**src/hw/gmii_rx_pkg.sv**
```systemverilog
// Shared receive path types; gigabit GMII only, output words hold at most MAX_AXIS_BYTES bytes
`default_nettype none

package gmii_rx_pkg;

	// Receive pins of the PHY, all sampled on eth_clk
	typedef struct packed {
		logic [7:0] rxd;
		logic       rxdv;
		logic       rxer;
	} gmii_rx_t;

	// Widest word that nbytes below can describe
	localparam int unsigned MAX_AXIS_BYTES = 8;

	// Sideband of one packed word
	// Valid bytes always start at lane 0, the first byte received
	typedef struct packed {
		logic       last;
		logic [3:0] nbytes;
	} axis_meta_t;

	// Preamble stripping and packing states
	typedef enum logic [1:0] {
		FR_WAIT_IDLE,
		FR_PREAMBLE,
		FR_SFD,
		FR_PAYLOAD
	} framer_state_e;

	// Reason a frame ended, also the index of its statistics counter
	typedef enum logic [1:0] {
		ST_GOOD,
		ST_PHY_ERR,
		ST_OVERFLOW,
		ST_PREAMBLE_ERR
	} frame_status_e;

	// One-cycle strobe reporting the end of a frame
	typedef struct packed {
		logic          valid;
		frame_status_e status;
	} frame_event_t;

	// Width of each saturating statistics counter
	localparam int unsigned STAT_WIDTH = 16;

endpackage

`default_nettype wire
```
**src/hw/gmii_rx_mac.sv**
```systemverilog
// Gigabit GMII receive front end on one clock; no FCS check, no length limits, no MDIO
`default_nettype none

module gmii_rx_mac
#(
	parameter int unsigned AXIS_BYTES      = 4,
	parameter int unsigned FIFO_DEPTH_LOG2 = 6
)
(
	input  wire                                eth_clk,
	input  wire                                eth_sresetn,

	input  wire gmii_rx_pkg::gmii_rx_t         gmii,

	output logic                               out_valid,
	output logic [AXIS_BYTES*8-1:0]            out_data,
	output gmii_rx_pkg::axis_meta_t            out_meta,
	input  wire                                out_ready,

	output logic [gmii_rx_pkg::STAT_WIDTH-1:0] good_frames,
	output logic [gmii_rx_pkg::STAT_WIDTH-1:0] phy_err_frames,
	output logic [gmii_rx_pkg::STAT_WIDTH-1:0] overflow_frames,
	output logic [gmii_rx_pkg::STAT_WIDTH-1:0] preamble_errs
);

	import gmii_rx_pkg::*;

	// Framer to FIFO, plain strobe with no back-pressure
	logic                    wr_valid;
	logic [AXIS_BYTES*8-1:0] wr_data;
	axis_meta_t              wr_meta;
	logic                    wr_error;

	// Status strobes to the counters
	frame_event_t            preamble_event;
	frame_event_t            frame_event;

	gmii_rx_framer #(
		.AXIS_BYTES(AXIS_BYTES)
	) i_gmii_rx_framer (
		.eth_clk        (eth_clk),
		.eth_sresetn    (eth_sresetn),
		.gmii           (gmii),
		.wr_valid       (wr_valid),
		.wr_data        (wr_data),
		.wr_meta        (wr_meta),
		.wr_error       (wr_error),
		.preamble_event (preamble_event)
	);

	rx_packet_fifo #(
		.AXIS_BYTES      (AXIS_BYTES),
		.FIFO_DEPTH_LOG2 (FIFO_DEPTH_LOG2)
	) i_rx_packet_fifo (
		.eth_clk     (eth_clk),
		.eth_sresetn (eth_sresetn),
		.wr_valid    (wr_valid),
		.wr_data     (wr_data),
		.wr_meta     (wr_meta),
		.wr_error    (wr_error),
		.frame_event (frame_event),
		.out_valid   (out_valid),
		.out_data    (out_data),
		.out_meta    (out_meta),
		.out_ready   (out_ready)
	);

	rx_frame_stats i_rx_frame_stats (
		.eth_clk         (eth_clk),
		.eth_sresetn     (eth_sresetn),
		.preamble_event  (preamble_event),
		.frame_event     (frame_event),
		.good_frames     (good_frames),
		.phy_err_frames  (phy_err_frames),
		.overflow_frames (overflow_frames),
		.preamble_errs   (preamble_errs)
	);

endmodule

`default_nettype wire

```
**src/hw/rx_frame_stats.sv**
```systemverilog
// Counters stick at all ones and clear only on reset
`default_nettype none

module rx_frame_stats
(
	input  wire                                  eth_clk,
	input  wire                                  eth_sresetn,

	input  wire gmii_rx_pkg::frame_event_t       preamble_event,
	input  wire gmii_rx_pkg::frame_event_t       frame_event,

	output logic [gmii_rx_pkg::STAT_WIDTH-1:0]   good_frames,
	output logic [gmii_rx_pkg::STAT_WIDTH-1:0]   phy_err_frames,
	output logic [gmii_rx_pkg::STAT_WIDTH-1:0]   overflow_frames,
	output logic [gmii_rx_pkg::STAT_WIDTH-1:0]   preamble_errs
);

	import gmii_rx_pkg::*;

	// One counter per frame_status_e value
	localparam int unsigned NUM_STATUS = 4;

	logic [STAT_WIDTH-1:0] count [NUM_STATUS];

	// Both events may land on the same status in one cycle
	function automatic logic [1:0] hits(input frame_event_t a, input frame_event_t b,
		input frame_status_e st);
		hits = {1'b0, a.valid && (a.status == st)} + {1'b0, b.valid && (b.status == st)};
	endfunction

	for (genvar i = 0; i < NUM_STATUS; i++)
	begin : g_counter
		logic [1:0]          inc;
		logic [STAT_WIDTH:0] sum;

		assign inc = hits(preamble_event, frame_event, frame_status_e'(i));
		// Carry out of the sum means saturate
		assign sum = {1'b0, count[i]} + {{(STAT_WIDTH-1){1'b0}}, inc};

		always_ff @(posedge eth_clk)
		begin
			if (!eth_sresetn)
				count[i] <= '0;
			else if (sum[STAT_WIDTH])
				count[i] <= '1;
			else
				count[i] <= sum[STAT_WIDTH-1:0];
		end
	end

	// Framer reports only preamble aborts, the FIFO never does
	a_event_sources: assert property (@(posedge eth_clk) disable iff (!eth_sresetn)
		(!preamble_event.valid || (preamble_event.status == ST_PREAMBLE_ERR)) &&
		(!frame_event.valid || (frame_event.status != ST_PREAMBLE_ERR)));

	assign good_frames     = count[ST_GOOD];
	assign phy_err_frames  = count[ST_PHY_ERR];
	assign overflow_frames = count[ST_OVERFLOW];
	assign preamble_errs   = count[ST_PREAMBLE_ERR];

endmodule

`default_nettype wire

```
**src/hw/rx_packet_fifo.sv**
```systemverilog
// Single clock; only whole error-free frames reach the output, frames that do not fit are dropped
`default_nettype none

module rx_packet_fifo
#(
	parameter int unsigned AXIS_BYTES      = 4,
	parameter int unsigned FIFO_DEPTH_LOG2 = 6
)
(
	input  wire                       eth_clk,
	input  wire                       eth_sresetn,

	input  wire                       wr_valid,
	input  wire [AXIS_BYTES*8-1:0]    wr_data,
	input  wire gmii_rx_pkg::axis_meta_t wr_meta,
	input  wire                       wr_error,

	output gmii_rx_pkg::frame_event_t frame_event,

	output logic                      out_valid,
	output logic [AXIS_BYTES*8-1:0]   out_data,
	output gmii_rx_pkg::axis_meta_t   out_meta,
	input  wire                       out_ready
);

	import gmii_rx_pkg::*;

	localparam int unsigned DEPTH = 1 << FIFO_DEPTH_LOG2;
	// Extra bit tells full from empty
	localparam int unsigned PTR_W = FIFO_DEPTH_LOG2 + 1;

	if ((AXIS_BYTES < 1) || (AXIS_BYTES > MAX_AXIS_BYTES))
	begin : g_width_check
		$error("AXIS_BYTES must lie between 1 and %0d", MAX_AXIS_BYTES);
	end

	// Stored entry, sideband kept alongside the data
	typedef struct packed {
		axis_meta_t              meta;
		logic [AXIS_BYTES*8-1:0] data;
	} fifo_word_t;

	fifo_word_t       mem [DEPTH];
	fifo_word_t       rd_word;
	logic [PTR_W-1:0] wr_ptr;
	logic [PTR_W-1:0] wr_ptr_inc;
	logic [PTR_W-1:0] commit_ptr;
	logic [PTR_W-1:0] rd_ptr;
	logic             full;
	logic             word_fits;
	logic             ovf_flag;
	logic             frame_ovf;
	logic             commit_avail;
	logic             load_out;

	// Space is counted against the read pointer, uncommitted words also take room
	assign full       = (wr_ptr - rd_ptr) == PTR_W'(DEPTH);
	assign word_fits  = wr_valid && !ovf_flag && !full;
	assign wr_ptr_inc = wr_ptr + 1'b1;
	// Frame overflowed earlier or its current word finds no room
	assign frame_ovf  = ovf_flag || full;

	always_ff @(posedge eth_clk)
	begin
		if (word_fits)
			mem[wr_ptr[FIFO_DEPTH_LOG2-1:0]] <= '{meta: wr_meta, data: wr_data};
	end

	// Write side, tentative pointer with commit or rewind at frame end
	always_ff @(posedge eth_clk)
	begin
		if (!eth_sresetn)
		begin
			wr_ptr      <= '0;
			commit_ptr  <= '0;
			ovf_flag    <= 1'b0;
			frame_event <= '{valid: 1'b0, status: ST_GOOD};
		end
		else
		begin
			frame_event.valid <= 1'b0;
			if (wr_valid)
			begin
				if (wr_meta.last)
				begin
					ovf_flag          <= 1'b0;
					frame_event.valid <= 1'b1;
					// PHY error wins over overflow
					if (wr_error)
					begin
						frame_event.status <= ST_PHY_ERR;
						wr_ptr             <= commit_ptr;
					end
					else if (frame_ovf)
					begin
						frame_event.status <= ST_OVERFLOW;
						wr_ptr             <= commit_ptr;
					end
					else
					begin
						// Closing word is written this cycle and included in the commit
						frame_event.status <= ST_GOOD;
						wr_ptr             <= wr_ptr_inc;
						commit_ptr         <= wr_ptr_inc;
					end
				end
				else if (word_fits)
					wr_ptr <= wr_ptr_inc;
				else
					// Rest of the frame is discarded until its last word
					ovf_flag <= 1'b1;
			end
		end
	end

	// Read side only ever sees committed words
	assign rd_word      = mem[rd_ptr[FIFO_DEPTH_LOG2-1:0]];
	assign commit_avail = (rd_ptr != commit_ptr);
	assign load_out     = commit_avail && (!out_valid || out_ready);

	always_ff @(posedge eth_clk)
	begin
		if (!eth_sresetn)
		begin
			rd_ptr    <= '0;
			out_valid <= 1'b0;
		end
		else if (load_out)
		begin
			rd_ptr    <= rd_ptr + 1'b1;
			out_valid <= 1'b1;
		end
		else if (out_ready)
			out_valid <= 1'b0;
	end

	// Output register refilled on transfer or when empty
	always_ff @(posedge eth_clk)
	begin
		if (load_out)
		begin
			out_data <= rd_word.data;
			out_meta <= rd_word.meta;
		end
	end

	// Stream holds its word until the sink takes it
	a_out_stable: assert property (@(posedge eth_clk) disable iff (!eth_sresetn)
		(out_valid && !out_ready) |=> (out_valid && $stable(out_data) && $stable(out_meta)));

	// Reader stays behind the commit point
	a_rd_behind_commit: assert property (@(posedge eth_clk) disable iff (!eth_sresetn)
		PTR_W'(commit_ptr - rd_ptr) <= PTR_W'(DEPTH));

endmodule

`default_nettype wire

```
**src/hw/gmii_rx_framer.sv**
```systemverilog
// No flow control on either side; the first valid byte after idle must start the preamble
`default_nettype none

module gmii_rx_framer
#(
	parameter int unsigned AXIS_BYTES = 4
)
(
	input  wire                        eth_clk,
	input  wire                        eth_sresetn,

	input  wire gmii_rx_pkg::gmii_rx_t gmii,

	output logic                       wr_valid,
	output logic [AXIS_BYTES*8-1:0]    wr_data,
	output gmii_rx_pkg::axis_meta_t    wr_meta,
	output logic                       wr_error,

	output gmii_rx_pkg::frame_event_t  preamble_event
);

	import gmii_rx_pkg::*;

	localparam int unsigned LANE_W = (AXIS_BYTES > 1) ? $clog2(AXIS_BYTES) : 1;
	localparam logic [LANE_W-1:0] LANE_MAX = LANE_W'(AXIS_BYTES - 1);
	localparam logic [7:0] PREAMBLE_BYTE = 8'h55;
	localparam logic [7:0] SFD_BYTE = 8'hD5;

	if ((AXIS_BYTES < 1) || (AXIS_BYTES > MAX_AXIS_BYTES))
	begin : g_width_check
		$error("AXIS_BYTES must lie between 1 and %0d", MAX_AXIS_BYTES);
	end

	gmii_rx_t          rx_q;
	logic              rx_last;
	framer_state_e     state;
	logic [LANE_W-1:0] lane;
	logic              err_sticky;
	logic              word_done;

	// Pins registered once, the byte is examined one cycle after sampling
	always_ff @(posedge eth_clk)
	begin
		if (!eth_sresetn)
			rx_q <= '0;
		else
			rx_q <= gmii;
	end

	// Live rxdv low means the registered byte closes the frame
	assign rx_last = !gmii.rxdv;
	// Word is emitted when its top lane fills or the frame ends
	assign word_done = (lane == LANE_MAX) || rx_last;

	always_ff @(posedge eth_clk)
	begin
		if (!eth_sresetn)
		begin
			state          <= FR_WAIT_IDLE;
			lane           <= '0;
			err_sticky     <= 1'b0;
			wr_valid       <= 1'b0;
			wr_error       <= 1'b0;
			preamble_event <= '{valid: 1'b0, status: ST_PREAMBLE_ERR};
		end
		else
		begin
			// Strobes default low
			wr_valid             <= 1'b0;
			wr_error             <= 1'b0;
			preamble_event.valid <= 1'b0;

			case (state)
				FR_WAIT_IDLE:
				begin
					// Need one idle cycle before a new preamble can start
					if (!rx_q.rxdv)
						state <= FR_PREAMBLE;
				end

				FR_PREAMBLE:
				begin
					if (rx_q.rxdv)
					begin
						if (rx_q.rxd == PREAMBLE_BYTE)
							state <= FR_SFD;
						else
						begin
							// Bad first byte, drop the rest of this burst
							preamble_event.valid <= 1'b1;
							state                <= FR_WAIT_IDLE;
						end
					end
				end

				FR_SFD:
				begin
					if (!rx_q.rxdv)
					begin
						// Burst ended inside the preamble; line is already idle
						preamble_event.valid <= 1'b1;
						state                <= FR_PREAMBLE;
					end
					else if (rx_q.rxd == SFD_BYTE)
					begin
						lane       <= '0;
						err_sticky <= 1'b0;
						// SFD with no payload behind it writes nothing
						state      <= rx_last ? FR_PREAMBLE : FR_PAYLOAD;
					end
					else if (rx_q.rxd != PREAMBLE_BYTE)
					begin
						preamble_event.valid <= 1'b1;
						state                <= FR_WAIT_IDLE;
					end
				end

				FR_PAYLOAD:
				begin
					// rxdv is always high here, the state is left on the last byte
					wr_valid <= word_done;
					if (word_done)
						lane <= '0;
					else
						lane <= lane + 1'b1;
					// Error flag only goes out with the closing word
					wr_error   <= rx_last && (err_sticky || rx_q.rxer);
					err_sticky <= !rx_last && (err_sticky || rx_q.rxer);
					if (rx_last)
						state <= FR_PREAMBLE;
				end

				default:
					state <= FR_WAIT_IDLE;
			endcase
		end
	end

	// Packing register doubles as the write word
	always_ff @(posedge eth_clk)
	begin
		if (state == FR_PAYLOAD)
		begin
			// Clear stale lanes so partial words carry zeros above nbytes
			if (lane == '0)
				wr_data <= '0;
			wr_data[lane*8 +: 8] <= rx_q.rxd;
			if (word_done)
			begin
				wr_meta.last   <= rx_last;
				wr_meta.nbytes <= 4'(lane) + 4'd1;
			end
		end
	end

	// Error must reach the FIFO on the closing word or the frame gets committed
	a_error_on_last: assert property (@(posedge eth_clk) disable iff (!eth_sresetn)
		wr_error |-> (wr_valid && wr_meta.last));

	// Every emitted word holds between one and AXIS_BYTES bytes
	a_nbytes_range: assert property (@(posedge eth_clk) disable iff (!eth_sresetn)
		wr_valid |-> ((wr_meta.nbytes != 4'd0) && (wr_meta.nbytes <= AXIS_BYTES)));

endmodule

`default_nettype wire

```
**config.mk**
```make
export PLATFORM = sky130hd
export DESIGN_NAME = gmii_rx_mac
export DESIGN_NICKNAME = d
export VERILOG_FILES = /design/src/hw/gmii_rx_pkg.sv /design/src/hw/gmii_rx_mac.sv /design/src/hw/rx_frame_stats.sv /design/src/hw/rx_packet_fifo.sv /design/src/hw/gmii_rx_framer.sv
export SDC_FILE = /design/constraint.sdc
export NUM_CORES = 2
export LEC_CHECK = 0
export ABC_AREA = 1
export BUFFER_PORTS_ARGS = -buffer_cell sky130_fd_sc_hd__buf_2
export CAP_MARGIN = 20
export CORE_MARGIN = 8
export CORE_UTILIZATION = 45
export DETAILED_ROUTE_END_ITERATION = 10
export HOLD_SLACK_MARGIN = 0.05
export SYNTH_ARGS = -nofsm -noshare
export SYNTH_HDL_FRONTEND = slang
export SYNTH_SLANG_ARGS = --single-unit
```
**constraint.sdc**
```tcl
create_clock -name eth_clk -period 14.7 [get_ports eth_clk]
set_input_delay 3.675 -clock eth_clk [delete_from_list [all_inputs] [get_ports eth_clk]]
set_output_delay 3.675 -clock eth_clk [all_outputs]
set_load 0.01 [all_outputs]
```
-- After elaboration in Yosys (flattened, before gate mapping)
Memory sizes are Yosys's and may differ from the RTL's. A register that Yosys moved wholly into a read port is not among the register bits.
Cells that the tools add are included.
- register bits: 81
- memory bits (writable): 2432
- bits of input ports: 13
- memories kept: 2
- memories (name ; words ; width ; rd ports ; clocked after memory_dff ; write ports ; RTL line ; RTL):
    i_rx_packet_fifo.mem ; 64 ; 37 ; 1 ; 1 ; 1 ; rx_packet_fifo.sv:43 ; fifo_word_t mem [DEPTH];
    i_rx_frame_stats.count ; 4 ; 16 ; 4 ; 0 ; 4 ; rx_frame_stats.sv:23 ; logic [STAT_WIDTH-1:0] count [NUM_STATUS];
- $add $sub $neg: 11
- eq/ne operators: 19
- shifts and indexed selects: 2
- muxes and demuxes: 71
- bitwise operators: 8
- reduce and logical (&&, ||, !) cells: 31
- operators by type and width (operator ; number):
    $mux W16 ; 8
    $mux W32 ; 2
    $add A16 B1 Y17 ; 3
    $mux W1 ; 38
    $neg A5 Y34 ; 1
    $shift A8 B34 Y32 const A ; 1
    $shiftx A8 B34 Y32 ; 1
    $bwmux W32 ; 1
    $mux W7 ; 4
    $mux W2 ; 13
    $add A16 B2 Y17 ; 1
    $add A7 B1 Y7 const B ; 2
    $reduce_and A2 Y1 ; 6
    $eq A2 B2 Y1 const B ; 5
    $logic_and A1 B1 Y1 ; 9
    $eq A8 B7 Y1 const B ; 1
    $eq A8 B8 Y1 const B ; 1
    $ne A8 B7 Y1 const B ; 1
    $or A1 B1 Y1 ; 8
    $pmux W2 S4 ; 1
    $eq A7 B7 Y1 const B ; 1
    $ne A7 B7 Y1 ; 1
    $sub A7 B7 Y7 ; 1
    $logic_not A2 Y1 ; 3
    15 further kinds ; 29

-- Depth between registers and ports, before layout
- depth in word-level cells: 9
- depth in mapped cells: 18
- mapped depth without buffers: 15

-- By module
A second synthesis with hierarchy kept.
- cell total of the unflattened synthesis: 7668
- area, all modules: 101016.9 µm²
- modules (own cells, without submodules) (module ; instances ; cells each ; area an instance (µm²)):
    rx_packet_fifo ; 1 ; 6968 ; 94749.6
    rx_frame_stats ; 1 ; 487 ; 4047.6
    gmii_rx_framer ; 1 ; 213 ; 2219.6

-- Worst setup path after synthesis
No wires, ideal clock.
- path type: in2reg
- from: in out_ready
- to: reg i_rx_packet_fifo.out_data[0], read port of i_rx_packet_fifo.mem, enable pin
- data arrival time: 4605 ps
- required time: 14308 ps
- path slack: 9703 ps
- stages on the path: 4
- cells stage by stage: nor2_1 inv_1 nand2_2 inv_1
- cells in the longest elaborated chain, start to end: 2
- ends and longest elaborated chain (element ; RTL line ; RTL):
    start, declared ; gmii_rx_mac.sv:18 ; input wire out_ready,
    $logic_or A1 B1 Y1 ; rx_packet_fifo.sv:119 ; assign load_out = commit_avail && (!out_valid || out_ready);
    $logic_and A1 B1 Y1 ; rx_packet_fifo.sv:119 ;
    net i_rx_packet_fifo.load_out ; rx_packet_fifo.sv:54 ; logic load_out;
    end, declared ; rx_packet_fifo.sv:21 ; output logic [AXIS_BYTES*8-1:0] out_data,
The timed path passes the listed nets, and every way through them passes these cells.
A chain may end at the register's enable or synchronous reset.

-- Worst setup path in the final report
- from: reg i_rx_packet_fifo.out_data[18], read port of i_rx_packet_fifo.mem
- to: out out_data[18]
- RTL lines (element ; RTL line ; RTL):
    end, declared ; gmii_rx_mac.sv:16 ; output logic [AXIS_BYTES*8-1:0] out_data,
No word-level cell between the ends.

==> results.yml <==
power:
  seqPwrFrac: 0.444
  cellLeakagePower_nw: 37.4
  powerDensity_mw_per_mm2: 162
  p_int_mw: 12.2
  switching_share: 0.312
  clkPwrFrac: 0.337
  power.switching_mw: 5.52
  ir_drop_v: 0.000136
  combPwrFrac: 0.218
timing:
  setup_slack_ps: 9390
  drv_slew: 0
  max_slew.worst_pin.slew_ps: 1190
  finalHoldViolCount: 0
  setup_viol: 0
  fin_tns_setup_ps: 0
  max_slew_margin: 0.204
  max_freq_ghz: 0.188
  clock_skew_ps: 30.6
  finalCritPeriodShare: 0.361
  rsz0062_at_grt: "no"
  period_minus_slack_ps: 5310
route:
  ant_nets: 0
  vias_per_cell: 5.98
  drt_iter0_drc: 7876
  post_drt_wl_per_cell_um: 26.9
  drc_errors: 0
  drt-total-wl_um: 283000
  first_pass_iters: 6
  num_vias: 62890
placed_design:
  place_ws_ps: 9130
  dp_hpwl_um: 146000
  dp_cells: 10057
  gp_congestion: 0.852
  port_buffers: 113
cts:
  cts_root_buf: "clkbuf_16"
  tritoncts: "done"
  insertion_delay_ps: 880
  ctsHoldBuffers: 0
  post_cts_resized: 0
  path_clk_slew_ps: 60
  cts_buffers: 240
  clk_path_buf_depth: 3
  post_cts_buffers: 0
  cts.sinks: 2484
  cts-htree-levels: 4
finish:
  multiInputGateArea_sq_mm: 0.0217
  fill_cells: 18463
  final_cell_count_no_fill: 10508
  ff_latch_area_sq_mm: 0.0742
  area_delta_synth_final_pct: 11.5
  drive_above_1_share: 0.0881
  utilization: 0.504
  num-nets-final: 7483
setup_path:
  cp_cell_sequence: "buf_2"
  endpoint_kind: "output pin"
  path_buf_inv: 1
  critPathMaxStageDelay_ps: 560
  cpMaxStageDelayCell: "edfxtp_1"
  crit_fanout: 1
  startpoint_type: "register"
  arrival_ps: 1630
  cp_top_family: "flip-flops"
  reg2reg_depth: 12
  worstPathRequired_ps: 11020
  cp.depth: 1
  crit_type: "reg2out"
floorplanning:
  rows: 171
  initial_core_util: 0.452
  dieArea_sq_mm: 0.233
  core_area_sq_mm: 0.217
  die_y_um: 483
  io_pins: 115
  fp.dieW_um: 483
worst_hold_path:
  whs_path_depth: 2
  hold_class: "reg2reg"
synth:
  syn_area_sq_mm: 0.0981
  synth_warnings: 0
  synth_top_area_frac: 0.747
  yosys_most_used_dff: "edfxtp_1"
  synth_edf_count: 2440
  synth_cell_type_count: 43
  synth_top_area_cell: "edfxtp_1"
  syn_avg_cell_area_sq_um: 13.3
  ys_seq_area_frac: 0.756
  synth_top_cells_by_area: "edfxtp_1, o21ai_0, nor2_1"
  async_flop_share: 0
  synth_seq_cells: 2484
  syn_inst: 7372
grt:
  gr-total-overflow: 0
  grt_pass1_vias: 59501
  grt_usage: 0.235
  grt_max_degree: 229
  antenna_found_initial: 9
  grt_pass1_wl_um: 408000
flow_run:
  drv_cap: 0
outcome:
  status: "completed"
Yosys cell counts (24+ instances only):
master / n
a21oi_1: 132
buf_2: 89
buf_4: 40
buf_6: 35
clkbuf_1: 316
dfxtp_1: 44
edfxtp_1: 2440
ha_1: 24
inv_1: 119
nand2_1: 450
nand3_1: 304
nand4_1: 50
nor2_1: 1346
nor3_1: 34
o211ai_1: 83
o21ai_0: 1186
o221ai_1: 200
o22ai_1: 345
xor2_1: 35
layer usage:
metal,up-vias,wire (um),global-route usage
met2,2969,128000,0.365
met3,493,26300,0.0435
met5,-,14,0
met1,31790,117000,0.332
met4,2,11400,0.0892
li1,27636,-,-
sequential cells by signal, summed over array words and instances (netlist names):
name                             flops
i_rx_packet_fifo.ovf_flag            1
i_gmii_rx_framer.err_sticky          1
i_rx_packet_fifo.mem              2304
i_gmii_rx_framer.wr_error            1
i_rx_frame_stats.count              64
i_gmii_rx_framer.wr_valid            1
i_rx_packet_fifo.out_meta            4
i_rx_packet_fifo.rd_ptr              7
i_rx_packet_fifo.frame_event         3
i_gmii_rx_framer.wr_data            32
i_gmii_rx_framer.wr_meta             4
i_rx_packet_fifo.wr_ptr              7
i_gmii_rx_framer.preamble_event      1
i_gmii_rx_framer.rx_q               10
i_rx_packet_fifo.commit_ptr          7
i_rx_packet_fifo.out_data           32
i_rx_packet_fifo.out_valid           1
i_gmii_rx_framer.state               2
i_gmii_rx_framer.lane                2
worst paths after layout:
path	from	end	slack, ps
worst max register to register	i_rx_packet_fifo.rd_ptr[3]$_SDFFE_PN0P_	i_rx_packet_fifo.mem[4][24]$_DFFE_PP_	9810
worst min register to register	i_rx_packet_fifo.ovf_flag$_SDFFE_PN0P_	i_rx_packet_fifo.ovf_flag$_SDFFE_PN0P_	510
worst min-delay path	i_rx_packet_fifo.ovf_flag$_SDFFE_PN0P_	i_rx_packet_fifo.ovf_flag$_SDFFE_PN0P_	510
worst max-delay path	i_rx_packet_fifo.out_data[18]$_DFFE_PP_	out_data[18]	9390
cells in the final DEF (no fill, tap or decap), types with 21 or more instances in the layout:
cell	instances
edfxtp_1	2440
nor2_1	1282
o21ai_0	1186
nand2_1	450
o22ai_1	345
nand3_1	304
clkbuf_16	244
o221ai_1	200
buf_4	151
a21oi_1	132
inv_1	116
buf_2	113
o211ai_1	83
clkinv_1	71
clkbuf_1	68
nor2_4	65
conb_1	65
nand4_1	50
dfxtp_1	40
xor2_1	35
nor3_1	33
clkinv_2	33
ha_1	24
xnor2_1	21
power groups by stage:
stage	combinational, mW	sequential (mW)	clock [mW]
finish	3.86	7.87	5.97
CTS	3.82	7.87	6.05
detailed placement	3.81	8.02	0
global placement	3.75	8.02	0
global route	4.21	7.87	6.30
floorplan	2.63	7.97	0
tightest hold or removal path, stage by stage, from the launching register on:
cell and delay, ps:
dfxtp_1 310, nor2_1 100, nor3b_1 50
layout make-up:
cell class                 instances  share of cell area
inverter                         128             0.00469
multi-input combinational       4321               0.199
tap                             2854              0.0326
clock buffer                     312              0.0582
antenna                            4           0.0000915
timing repair buffer             270              0.0166
sequential                      2484               0.678
clock inverter                   135              0.0109
per-stage QoR:
stage | hold WS (ps) | instance area [sq um] | power [mW]
floorplan | 468 | 98300 | 10.6
global placement | 491 | 102000 | 11.8
detailed placement | 494 | 102000 | 11.8
CTS | 505 | 109000 | 17.7
global route | 527 | 109000 | 18.4
finish | 510 | 109000 | 17.7
kinds of logic (layout without fill, tap and decap cells):
group | Yosys count | in the layout | synth area share
other cells | 2 | 69 | 0.0000765
buf+inv | 630 | 845 | 0.0300
flops | 2484 | 2484 | 0.756
simple gates | 2205 | 2205 | 0.0908
compound gates | 1970 | 1970 | 0.115
fa+ha+maj | 25 | 25 | 0.00326
xor+xnor | 56 | 56 | 0.00500
No activity file was read; power rests on OpenSTA's default activity.
